<file path="src/include/lru_config.svh">
`ifndef LRU_CONFIG_SVH
`define LRU_CONFIG_SVH

//============================================================
// uTLB replacement geometry
//============================================================

// Entries in the micro-TLB
`define LRU_ENTRY_NUM 32

// Bits needed to name one entry
`define LRU_IDX_W 5

// Internal nodes of the binary tree, one less than entries
`define LRU_TREE_W 31

`endif

</file>
<file path="src/hdl/lru_geom_pkg.sv">
`include "lru_config.svh"

package lru_geom_pkg;

  //============================================================
  // Entry and tree shapes
  //============================================================

  // Entry number
  typedef logic [`LRU_IDX_W-1:0] entry_idx_t;

  // One bit per entry, for hit, valid and one-hot ref vectors
  typedef logic [`LRU_ENTRY_NUM-1:0] entry_vec_t;

  // Node bits in heap order
  // children of node n sit at 2n+1 (left) and 2n+2 (right)
  typedef logic [`LRU_TREE_W-1:0] plru_tree_t;

endpackage

</file>
<file path="src/hdl/lru_op_pkg.sv">
package lru_op_pkg;

  //============================================================
  // Tree update requests
  //============================================================

  // One update per cycle at most
  typedef enum logic [1:0]
  {
    LRU_UPDT_NONE   = 2'd0,
    // Read hit on an existing entry
    LRU_UPDT_READ   = 2'd1,
    // Entry rewritten by a refill
    LRU_UPDT_REFILL = 2'd2
  } lru_updt_op_t;

endpackage

</file>
<file path="src/hdl/utlb_lru_req_decode.sv">
`timescale 1ns/1ps
`include "lru_config.svh"

module utlb_lru_req_decode
(
  input  lru_geom_pkg::entry_vec_t   i_read_hit,
  input  logic                       i_read_hit_vld,
  input  logic                       i_refill_vld,
  input  lru_geom_pkg::entry_idx_t   i_refill_idx,
  output lru_op_pkg::lru_updt_op_t   o_updt_op,
  output lru_geom_pkg::entry_idx_t   o_updt_idx
);

  import lru_geom_pkg::*;
  import lru_op_pkg::*;

  entry_idx_t hit_idx;
  logic       hit_any;

  //============================================================
  // Hit vector encode
  //============================================================

  // Lowest set bit wins, scan runs downward so it lands last
  always_comb
  begin
    integer i;
    hit_idx = '0;
    for (i = `LRU_ENTRY_NUM - 1; i >= 0; i--)
    begin
      if (i_read_hit[i])
      begin
        hit_idx = entry_idx_t'(i);
      end
    end
  end

  assign hit_any = |i_read_hit;

  //============================================================
  // Opcode select
  //============================================================

  // Read hit beats a refill write in the same cycle
  always_comb
  begin
    if (i_read_hit_vld && hit_any)
    begin
      o_updt_op  = LRU_UPDT_READ;
      o_updt_idx = hit_idx;
    end
    else if (i_refill_vld)
    begin
      o_updt_op  = LRU_UPDT_REFILL;
      o_updt_idx = i_refill_idx;
    end
    else
    begin
      o_updt_op  = LRU_UPDT_NONE;
      o_updt_idx = i_refill_idx;
    end
  end

endmodule

</file>
<file path="src/hdl/utlb_plru_top.sv">
`timescale 1ns/1ps

module utlb_plru_top
(
  input  logic                       lru_clk,
  input  logic                       cpurst_b,
  input  lru_geom_pkg::entry_vec_t   i_entry_vld,
  input  lru_geom_pkg::entry_vec_t   i_read_hit,
  input  logic                       i_read_hit_vld,
  input  logic                       i_refill_on,
  input  logic                       i_refill_vld,
  output lru_geom_pkg::entry_vec_t   o_ref_num
);

  import lru_geom_pkg::*;
  import lru_op_pkg::*;

  lru_updt_op_t updt_op;
  entry_idx_t   updt_idx;
  entry_idx_t   victim_idx;
  entry_idx_t   refill_idx;

  //============================================================
  // Request decode
  //============================================================

  utlb_lru_req_decode u_req_decode
  (
    .i_read_hit     (i_read_hit),
    .i_read_hit_vld (i_read_hit_vld),
    .i_refill_vld   (i_refill_vld),
    .i_refill_idx   (refill_idx),
    .o_updt_op      (updt_op),
    .o_updt_idx     (updt_idx)
  );

  //============================================================
  // Tree state
  //============================================================

  utlb_plru_tree u_plru_tree
  (
    .lru_clk      (lru_clk),
    .cpurst_b     (cpurst_b),
    .i_updt_op    (updt_op),
    .i_updt_idx   (updt_idx),
    .o_victim_idx (victim_idx)
  );

  //============================================================
  // Refill selection
  //============================================================

  utlb_refill_sel u_refill_sel
  (
    .lru_clk      (lru_clk),
    .cpurst_b     (cpurst_b),
    .i_entry_vld  (i_entry_vld),
    .i_victim_idx (victim_idx),
    .i_refill_on  (i_refill_on),
    .o_refill_idx (refill_idx),
    .o_ref_num    (o_ref_num)
  );

endmodule

</file>
<file path="src/hdl/utlb_plru_tree.sv">
`timescale 1ns/1ps
`include "lru_config.svh"

module utlb_plru_tree
(
  input  logic                       lru_clk,
  input  logic                       cpurst_b,
  input  lru_op_pkg::lru_updt_op_t   i_updt_op,
  input  lru_geom_pkg::entry_idx_t   i_updt_idx,
  output lru_geom_pkg::entry_idx_t   o_victim_idx
);

  import lru_geom_pkg::*;
  import lru_op_pkg::*;

  //                    node 0
  //                   /      \
  //              node 1      node 2
  //             /    \       /    \
  //            3      4     5      6
  //           ...  five levels  ...
  //          15 .......................  30
  //
  // Bit 1 means the right subtree is the older one

  plru_tree_t tree_q;
  plru_tree_t tree_nxt;
  entry_idx_t victim_idx;

  //============================================================
  // Path update
  //============================================================

  // Each node on the accessed path points away from the entry
  always_comb
  begin
    integer d;
    integer node;
    logic   go_right;
    tree_nxt = tree_q;
    node     = 0;
    for (d = 0; d < `LRU_IDX_W; d++)
    begin
      go_right       = i_updt_idx[`LRU_IDX_W-1-d];
      tree_nxt[node] = ~go_right;
      node           = 2 * node + 1 + int'(go_right);
    end
  end

  always_ff @(posedge lru_clk or negedge cpurst_b)
  begin
    if (!cpurst_b)
    begin
      tree_q <= '0;
    end
    else if (i_updt_op != LRU_UPDT_NONE)
    begin
      tree_q <= tree_nxt;
    end
  end

  //============================================================
  // Victim walk
  //============================================================

  // Follow the stored bits from the root, MSB of the index first
  always_comb
  begin
    integer d;
    integer node;
    logic   go_right;
    victim_idx = '0;
    node       = 0;
    for (d = 0; d < `LRU_IDX_W; d++)
    begin
      go_right                         = tree_q[node];
      victim_idx[`LRU_IDX_W-1-d]       = go_right;
      node                             = 2 * node + 1 + int'(go_right);
    end
  end

  assign o_victim_idx = victim_idx;

endmodule

</file>
<file path="src/hdl/utlb_refill_sel.sv">
`timescale 1ns/1ps
`include "lru_config.svh"

module utlb_refill_sel
(
  input  logic                       lru_clk,
  input  logic                       cpurst_b,
  input  lru_geom_pkg::entry_vec_t   i_entry_vld,
  input  lru_geom_pkg::entry_idx_t   i_victim_idx,
  input  logic                       i_refill_on,
  output lru_geom_pkg::entry_idx_t   o_refill_idx,
  output lru_geom_pkg::entry_vec_t   o_ref_num
);

  import lru_geom_pkg::*;

  entry_idx_t free_idx;
  entry_idx_t write_idx;
  entry_idx_t refill_idx_q;

  //============================================================
  // Refill entry choice
  //============================================================

  // Lowest invalid entry first
  always_comb
  begin
    integer i;
    free_idx = '0;
    for (i = `LRU_ENTRY_NUM - 1; i >= 0; i--)
    begin
      if (!i_entry_vld[i])
      begin
        free_idx = entry_idx_t'(i);
      end
    end
  end

  // Full table falls back to the tree victim
  assign write_idx = (&i_entry_vld) ? i_victim_idx : free_idx;

  always_ff @(posedge lru_clk or negedge cpurst_b)
  begin
    if (!cpurst_b)
    begin
      refill_idx_q <= '0;
    end
    else if (i_refill_on)
    begin
      refill_idx_q <= write_idx;
    end
  end

  assign o_refill_idx = refill_idx_q;

  // One-hot form for the uTLB write enables
  assign o_ref_num = entry_vec_t'(1) << refill_idx_q;

endmodule

</file>
<file path="config.mk">
export PLATFORM = sky130hd
export DESIGN_NAME = utlb_plru_top
export DESIGN_NICKNAME = d
export VERILOG_FILES = /design/src/hdl/lru_geom_pkg.sv /design/src/hdl/lru_op_pkg.sv /design/src/hdl/utlb_lru_req_decode.sv /design/src/hdl/utlb_plru_top.sv /design/src/hdl/utlb_plru_tree.sv /design/src/hdl/utlb_refill_sel.sv
export VERILOG_INCLUDE_DIRS = /design/src /design/src/include
export SDC_FILE = /design/constraint.sdc
export NUM_CORES = 1
export LEC_CHECK = 0
export ABC_AREA = 1
export BUFFER_PORTS_ARGS = -buffer_cell sky130_fd_sc_hd__buf_2
export CORE_UTILIZATION = 60
export CTS_CLUSTER_SIZE = 8
export DETAILED_ROUTE_END_ITERATION = 8
export GPL_TIMING_DRIVEN = 0
export HOLD_SLACK_MARGIN = 0.1
export PLACE_DENSITY = 0.95
export SKIP_CTS_REPAIR_TIMING = 1
export SLEW_MARGIN = 10
export SYNTH_ARGS = -nofsm -noshare
export SYNTH_HDL_FRONTEND = slang
export SYNTH_SLANG_ARGS = --single-unit
export TNS_END_PERCENT = 50
</file>
<file path="constraint.sdc">
create_clock -name lru_clk -period 6.74 [get_ports lru_clk]
set_input_delay 1.685 -clock lru_clk [delete_from_list [all_inputs] [get_ports lru_clk]]
set_output_delay 1.685 -clock lru_clk [all_outputs]
set_load 0.1 [all_outputs]
</file>
==> results of run 1 <==
-- metal layers --
metal  global-route usage  vias to the layer above  share of wire
met2                0.602                      276           0.47
met4                0.122                        0          0.020
li1                     -                     2728              -
met1                0.473                     2456           0.43
met5                    0                        -              0
met3               0.0509                       31          0.080
-- flip-flops by register name (all words and copies together), names as in the netlist --
signal	count
u_plru_tree.tree_q	31
u_refill_sel.o_refill_idx	5
-- layout by cell type (no fill, tap or decap), types with 2 or more instances in the layout --
master and instances:
nor3_1 18, nand2_2 9, nor2_2 7, o21ai_2 3, a21oi_2 2, o211ai_1 5, nand3_2 4, nand3b_1 5
a21oi_1 39, nand2_4 2, ha_1 15, buf_2 102, inv_1 109, nor2_1 115, inv_2 6, nand3_1 61
buf_6 4, nand2_1 246, nor2_4 2, clkbuf_1 14, buf_1 2, o21ai_0 27, a31oi_1 6, and2_1 2
clkinv_1 3, xor2_1 4, o21ai_1 12, dfrtp_1 36, a31o_2 2, clkbuf_8 5, nand4_1 21
-- stage by stage --
| step | hold WS [ns] | cells | setup slack [ns] | power (mW) | area (sq um) |
|---|---|---|---|---|---|
| global placement | 0.469 | 986 | 1.08 | 1.02 | 5000 |
| global route | 0.526 | 994 | 0.841 | 1.35 | 5120 |
| detailed placement | 0.477 | 986 | 0.999 | 1.04 | 5000 |
| finish | 0.492 | 994 | 1.19 | 1.26 | 5120 |
| CTS | 0.495 | 994 | 1.29 | 1.24 | 5120 |
| floorplan | 0.449 | 791 | 1.86 | 0.858 | 4390 |
-- final cells by class --
cell class / instances / area [sq um]
clock inverter: 3 / 42.5
fill: 628 / 1830
clock buffer: 5 / 68.8
inverter: 119 / 449
sequential: 36 / 901
timing repair buffer: 99 / 495
multi-input combinational: 612 / 2910
buffer: 24 / 128
tap: 96 / 120
-- worst register-to-register path: cells and delay by family, from the launching register on --
kind            cells  cell delay, ns
simple gates       15            1.44
xor+xnor            2            0.82
buf+inv             5            0.72
compound gates      4            0.54
flops               1            0.42
fa+ha+maj           2            0.40
-- power groups by stage --
stage	clock, mW	sequential [mW]	combinational, mW
6_report	0.197	0.323	0.738
2_1_floorplan	0	0.298	0.560
5_1_grt	0.207	0.327	0.815
4_1_cts	0.196	0.318	0.723
3_3_place_gp	0	0.321	0.702
3_5_place_dp	0	0.323	0.718
-- synthesized netlist by cell type, types with 2 or more instances --
cell type    n  share of area
o21ai_1     12          0.014
a21oi_1     39          0.044
inv_1      109          0.093
o211ai_1     5         0.0086
a21oi_2      2         0.0040
o21ai_0     27          0.031
nand4_1     21          0.030
o21ai_2      3         0.0060
buf_1        2         0.0017
a31o_2       2         0.0040
nand3_2      4         0.0091
nand2_2      9          0.013
a31oi_1      6         0.0086
nor2_4       2         0.0051
nand3b_1     5         0.0086
ha_1        15          0.043
clkbuf_1    14          0.012
nor2_1     115          0.098
nor3_1      18          0.021
nand2_4      2         0.0051
xor2_1       4         0.0080
nand3_1     61          0.070
clkinv_1     3         0.0026
nand2_1    246           0.21
inv_2        6         0.0051
buf_2        3         0.0034
buf_6        4          0.010
and2_1       2         0.0029
nor2_2       7          0.010
dfrtp_1     36           0.21
-- cell families after synthesis --
family	count (synthesis)	synth area share
simple gates	495	0.489
compound gates	98	0.124
buf+inv	143	0.131
xor+xnor	4	0.00798
fa+ha+maj	15	0.0428
flops	36	0.205
-- path summary, 6_finish.rpt --
kind | slack [ns] | from | end
max in group asynchronous | 4.73 | cpurst_b | u_plru_tree.tree_q[5]
max | 1.19 | i_read_hit[3] | u_plru_tree.tree_q[28]
max reg2reg | 2.35 | u_plru_tree.tree_q[0] | u_refill_sel.o_refill_idx[0]
min | 0.49 | u_plru_tree.tree_q[27] | u_plru_tree.tree_q[27]
min in group asynchronous | 1.48 | cpurst_b | u_plru_tree.tree_q[3]
min reg2reg | 0.49 | u_plru_tree.tree_q[27] | u_plru_tree.tree_q[27]
==> impl_results.md, run 1 <==
- Netlist cell types: 37
- Vias in the first global route: 4,899
- Worst reg-to-reg path cell count: 28
- Net Count, Synth: 875
- Placeable Area: about 6900 sq um
- Layout Nets: ~980
- Max-Cap Viols: 0
- Leakage: 2.88 nW
- # clock sinks: 36
- Buffers plus inverters on the worst setup path: 4
- Initial antenna violation count: 0
- Area Growth Syn to Fin: 16.6%
- Synth warn: 0
- Vias post-DR: approximately 5,500
- WL final: ~13,000 microns
- Worst-path cell chain: buf_2 -> nor2_1 -> nand3_1 -> nor2_1 -> nand2_1 -> nor4_2 -> nor2_2 -> o21ai_0 -> inv_1 -> ha_1 -> xor2_1 -> inv_1 -> nand3_1 -> nand2_1 -> inv_1 -> nand2_1 -> nor2_1 -> nand2_1 -> a21oi_1 -> and2_1 -> a21oi_1
- Final Util: 0.737
- Worst Setup End Kind: flip-flop
- RePlAce Congestion: 1.03
- Fin crit period: approximately 5.5 ns
- Fmax: about 180 MHz
- Critical path class: in -> reg
- Flops & latches, synth: 36
- Chip height: just under 90 microns
- Routed vias/inst: between 5 and 6
- Comb pwr share: 0.587
- Total CTS buffers: 5
- Clock power share: 0.156
- Total inserted antenna cells: 0
- Congestion Overflow GR: 0
- Sw power: 0.624 mW
- Port Buffer Count: 99
- Cells after synthesis: 791
- Status: finished, final reports clean
- Setup_tns: 0 ns
- Unrepaired setup endpoints after global routing: false
- CTS HTree Levels: 2
- Max incr delay on CP: approximately 0.60 ns
- Pin count of the biggest net entering global routing: 37
- Fin. max-slew vios: 0
- I/O pin count: 101
- Worst vdd ir: between 0.0001 and 0.00015 V
- Worst-Margin Slew: around 0.83 ns
- Worst-skew pair later-pin latency: approximately 0.30 ns
- Worst Path Required: slightly below 7 ns
- Hold depth: 2
- Initial core utilization: 0.632
- Routed wire per std cell: about 13 microns
- Int Power: 0.634 mW
- PD cells: roughly 250 nW/um^2
- Routed Antenna Nets: 0
- Sw Share: 0.496
- Hold Crit Class: reg -> reg
- Sequential share of the synthesized area: 0.205
- DR iter-0 viols: between 600 and 700
- EDFF count, synth: 0
- Crit-path leading delay family: simple AND/OR/NAND/NOR gates
- Row count: 30
- DIE AREA: approximately 7700 sq um
- Avg Cell Area, Syn: about 5.5 sq um
- DRT Pass-1 Iters: 6
- Sequential Power Share: 0.257
- Slowest-stage cell, CP: o21ai_0
- Post-Syn Area: roughly 4400 sq um
- Most used flip-flop cell after synthesis: dfrtp_1
- Final hold viol count: 0
- Chip width: 87.5 microns
- Residual DRC: 0
- CP most frequent cell: nand2_1
- Layout Skew: 0.0140 ns
- CTS max path bufs: 2
- Root Driver: clkbuf_8
- Async SR Flop Fraction: 1.00
- Final Setup Violations: 0
- Slew HR: 0.445
- Worst Path Arrival: 5.73 ns
- Layout cells sized above 1: 0.173
- Global-route wire length before repair: ~22,000 microns
- Critical Path Start Type: primary input
- Final period util: 0.823
- Worst path depth: 21
- DP Wirelength: between 10,000 and 15,000 microns
- All-layer global routing usage: 0.358
- CTS tree: built
- Clock-pin slew on the worst setup and hold paths: about 0.070 ns
- Crit Path Max Fanout: 9
Power figures use the tool's default switching activity.
==> run 2: changes to the inputs <==
CORE_UTILIZATION = 56   (was 60)
PLACE_DENSITY = 0.92   (was 0.95)
clock period = 5.2 ns   (was 6.74 ns; I/O delays follow)
==> run 2 against run 1 <==
  * Total power is 28% higher
  * Sequential share of layout area about the same
  * Utilization fell by 4.5 points
  * Worst hold slack improved by 0.0081 ns
  * Critical endpoint unchanged
  * Register-to-register slack worse by 1.5 ns
  * Setup slack worse by 0.79 ns
==> impl_results.md, run 2 (synthesis gave the netlist of run 1 again) <==
- Vias in the first global route: 4,801 (-2.0%)
- Worst-skew pair later-pin latency: 0.30 ns (about the same)
- Congestion Overflow GR: 0 (unchanged)
- Row count: 31 (+3.3%)
- Hold Crit Class: reg -> reg
- Pin count of the biggest net entering global routing: 37 (unchanged)
- Layout cells sized above 1: 0.173 (unchanged)
- All-layer global routing usage: 0.315 (-0.0432)
- Root Driver: clkbuf_8
- DP Wirelength: 9740 microns (-5.5%)
- Final period util: 0.923
- Placeable Area: 7410 sq um (+6.7%)
- Worst slack, placed: -0.0903 ns (-1.09 ns)
- Most flops, register: u_plru_tree.tree_q
- Routed vias/inst: 5.43 (-1.8%)
- Chip width: 90.5 microns (+3.4%)
- Worst Path Required: 5.39 ns (-1.53 ns)
- Initial antenna violation count: 0 (unchanged)
- Routed Antenna Nets: 0 (unchanged)
- Min setup slack post-route: 0.401 ns (-0.793 ns)
- Commonest non-fill, non-tap cell in the layout: nand2_1
- Layout Skew: 0.00377 ns (-0.0103 ns)
- WL final: 12,500 microns (-5.7%)
- Residual DRC: 0 (unchanged)
- Post-Place Cells: 989 (+0.30%)
- # clock sinks: 36 (unchanged)
- Fin crit period: ~4.8 ns
- Total CTS buffers: 5 (unchanged)
- CTS max path bufs: 2 (unchanged)
- Hold depth: 2 (unchanged)
- DIE AREA: 8200 sq um (+7.0%)
- DRT Pass-1 Iters: 5 (-1)
- DR iter-0 viols: 436 (-35%)
- Final instance area: 5120 sq um (+0.15%)
- Final hold viol count: 0 (unchanged)
- Status: finished, final reports clean
- Endpoint, Worst Hold: u_plru_tree.tree_q[25]
- Routed wire per std cell: 12.5 microns (-6.0%)
- Max-Cap Viols: 0 (unchanged)
- I/O pin count: 101 (unchanged)
- Critical Path Start Type: primary input
- CTS tree: built
- Reg2reg end: u_refill_sel.o_refill_idx[0]
- Area Growth Syn to Fin: 16.7%
- Chip height: 90.5 microns (+3.4%)
- Leakage: 2.88 nW (about the same)
- Most frequent cells in the layout: nand2_1, nor2_1, inv_1
- Global-route wire length before repair: 21,400 microns (-1.3%)
- Port Buffer Count: 99 (unchanged)
- CTS HTree Levels: 2 (unchanged)
- Final Setup Violations: 0 (unchanged)
- Clock-pin slew on the worst setup and hold paths: 0.07 ns (about the same)
- Initial core utilization: 0.592 (-0.0396)
- Max FFs per register: 31 (unchanged)
- RePlAce Congestion: 0.968 (-5.6%)
- Total inserted antenna cells: 0 (unchanged)
- Critical path class: in -> reg
- Setup_tns: 0 ns (unchanged)
- Fin. max-slew vios: 0 (unchanged)
- Slew HR: 0.449 (+0.00473)
- Fmax: 208 MHz
- R2R Setup Slk: 0.86 ns (-1.49 ns)
- Final hold slack: 0.500 ns (+0.00808 ns)
- Cell area after placement: 5010 sq um (about the same)
- Crit Path Max Fanout: 9 (unchanged)
- Worst reg-to-reg path cell count: 30 (+7.1%)
- Vias post-DR: 5,409 (-1.5%)
- Hold_sp: u_plru_tree.tree_q[25]
- Finished Layout Cells: 997 (+0.30%)
- Worst vdd ir: 0.000161 V (+16%)
- Layout Nets: 981 (unchanged)
- Worst-Margin Slew: 0.826 ns (-0.00710 ns)
- Worst flop-to-flop path startpoint: u_plru_tree.tree_q[0]
- Worst Path Arrival: 4.98 ns (-0.75 ns)
- PD cells: 315 nW/um^2 (+28%)
- Worst Setup End Kind: flip-flop
==> run 2: power breakdown <==
group	internal, mW	switching [mW]	leakage [nW]	total [mW]
combinational	0.332	0.619	2.38	0.951
sequential	0.348	0.0674	0.446	0.415
clock	0.142	0.107	0.0552	0.249
==> run 2: worst max path at each step <==
stage,start,end,slack (ns)
3_3_place_gp,i_read_hit[21],u_plru_tree.tree_q[28],0.02
3_5_place_dp,i_read_hit[21],u_plru_tree.tree_q[28],-0.09
6_report,i_read_hit[21],u_plru_tree.tree_q[28],0.40
4_1_cts,i_read_hit[21],u_plru_tree.tree_q[28],0.21
5_1_grt,i_read_hit[21],u_plru_tree.tree_q[28],-0.006
2_1_floorplan,i_read_hit[21],u_plru_tree.tree_q[28],0.71
==> run 2: area by class of cell <==
type / count / area, sq um
fill: 703 / 2280
inverter: 119 / 449
sequential: 36 / 901
buffer: 24 / 128
multi-input combinational: 612 / 2920
timing repair buffer: 99 / 495
tap: 99 / 124
clock inverter: 2 / 35.0
clock buffer: 6 / 72.6
==> run 2: worst max-delay path: stages <==
cell and delay (ns):
buf_2 0.10, nor2_1 0.14, nand3_1 0.11, nor2_1 0.12, inv_1 0.06, nor4_2 0.23
nor2_2 0.12, o21ai_1 0.45, inv_1 0.24, ha_1 0.45, xor2_2 0.38, inv_1 0.14
nand3_1 0.11, nand2_1 0.13, inv_1 0.10, nand2_1 0.08, nor2_1 0.17, nand2_1 0.12
a21oi_1 0.21, and2_1 0.16, a21oi_1 0.07
==> run 2: stage by stage <==
| stage | utilization | power, mW |
|---|---|---|
| 3_3_place_gp | 0.676 | 1.33 |
| 6_report | 0.692 | 1.62 |
| 5_1_grt | 0.692 | 1.74 |
| 3_5_place_dp | 0.676 | 1.34 |
| 2_1_floorplan | - | 1.11 |
| 4_1_cts | 0.691 | 1.59 |
==> run 2: routing by layer <==
layer	GRT usage	part of all wire	up-vias
li1	-	-	2723
met1	0.428	0.45	2381
met2	0.509	0.45	268
met3	0.0379	0.087	37
met4	0.121	0.019	0
met5	0	0	-
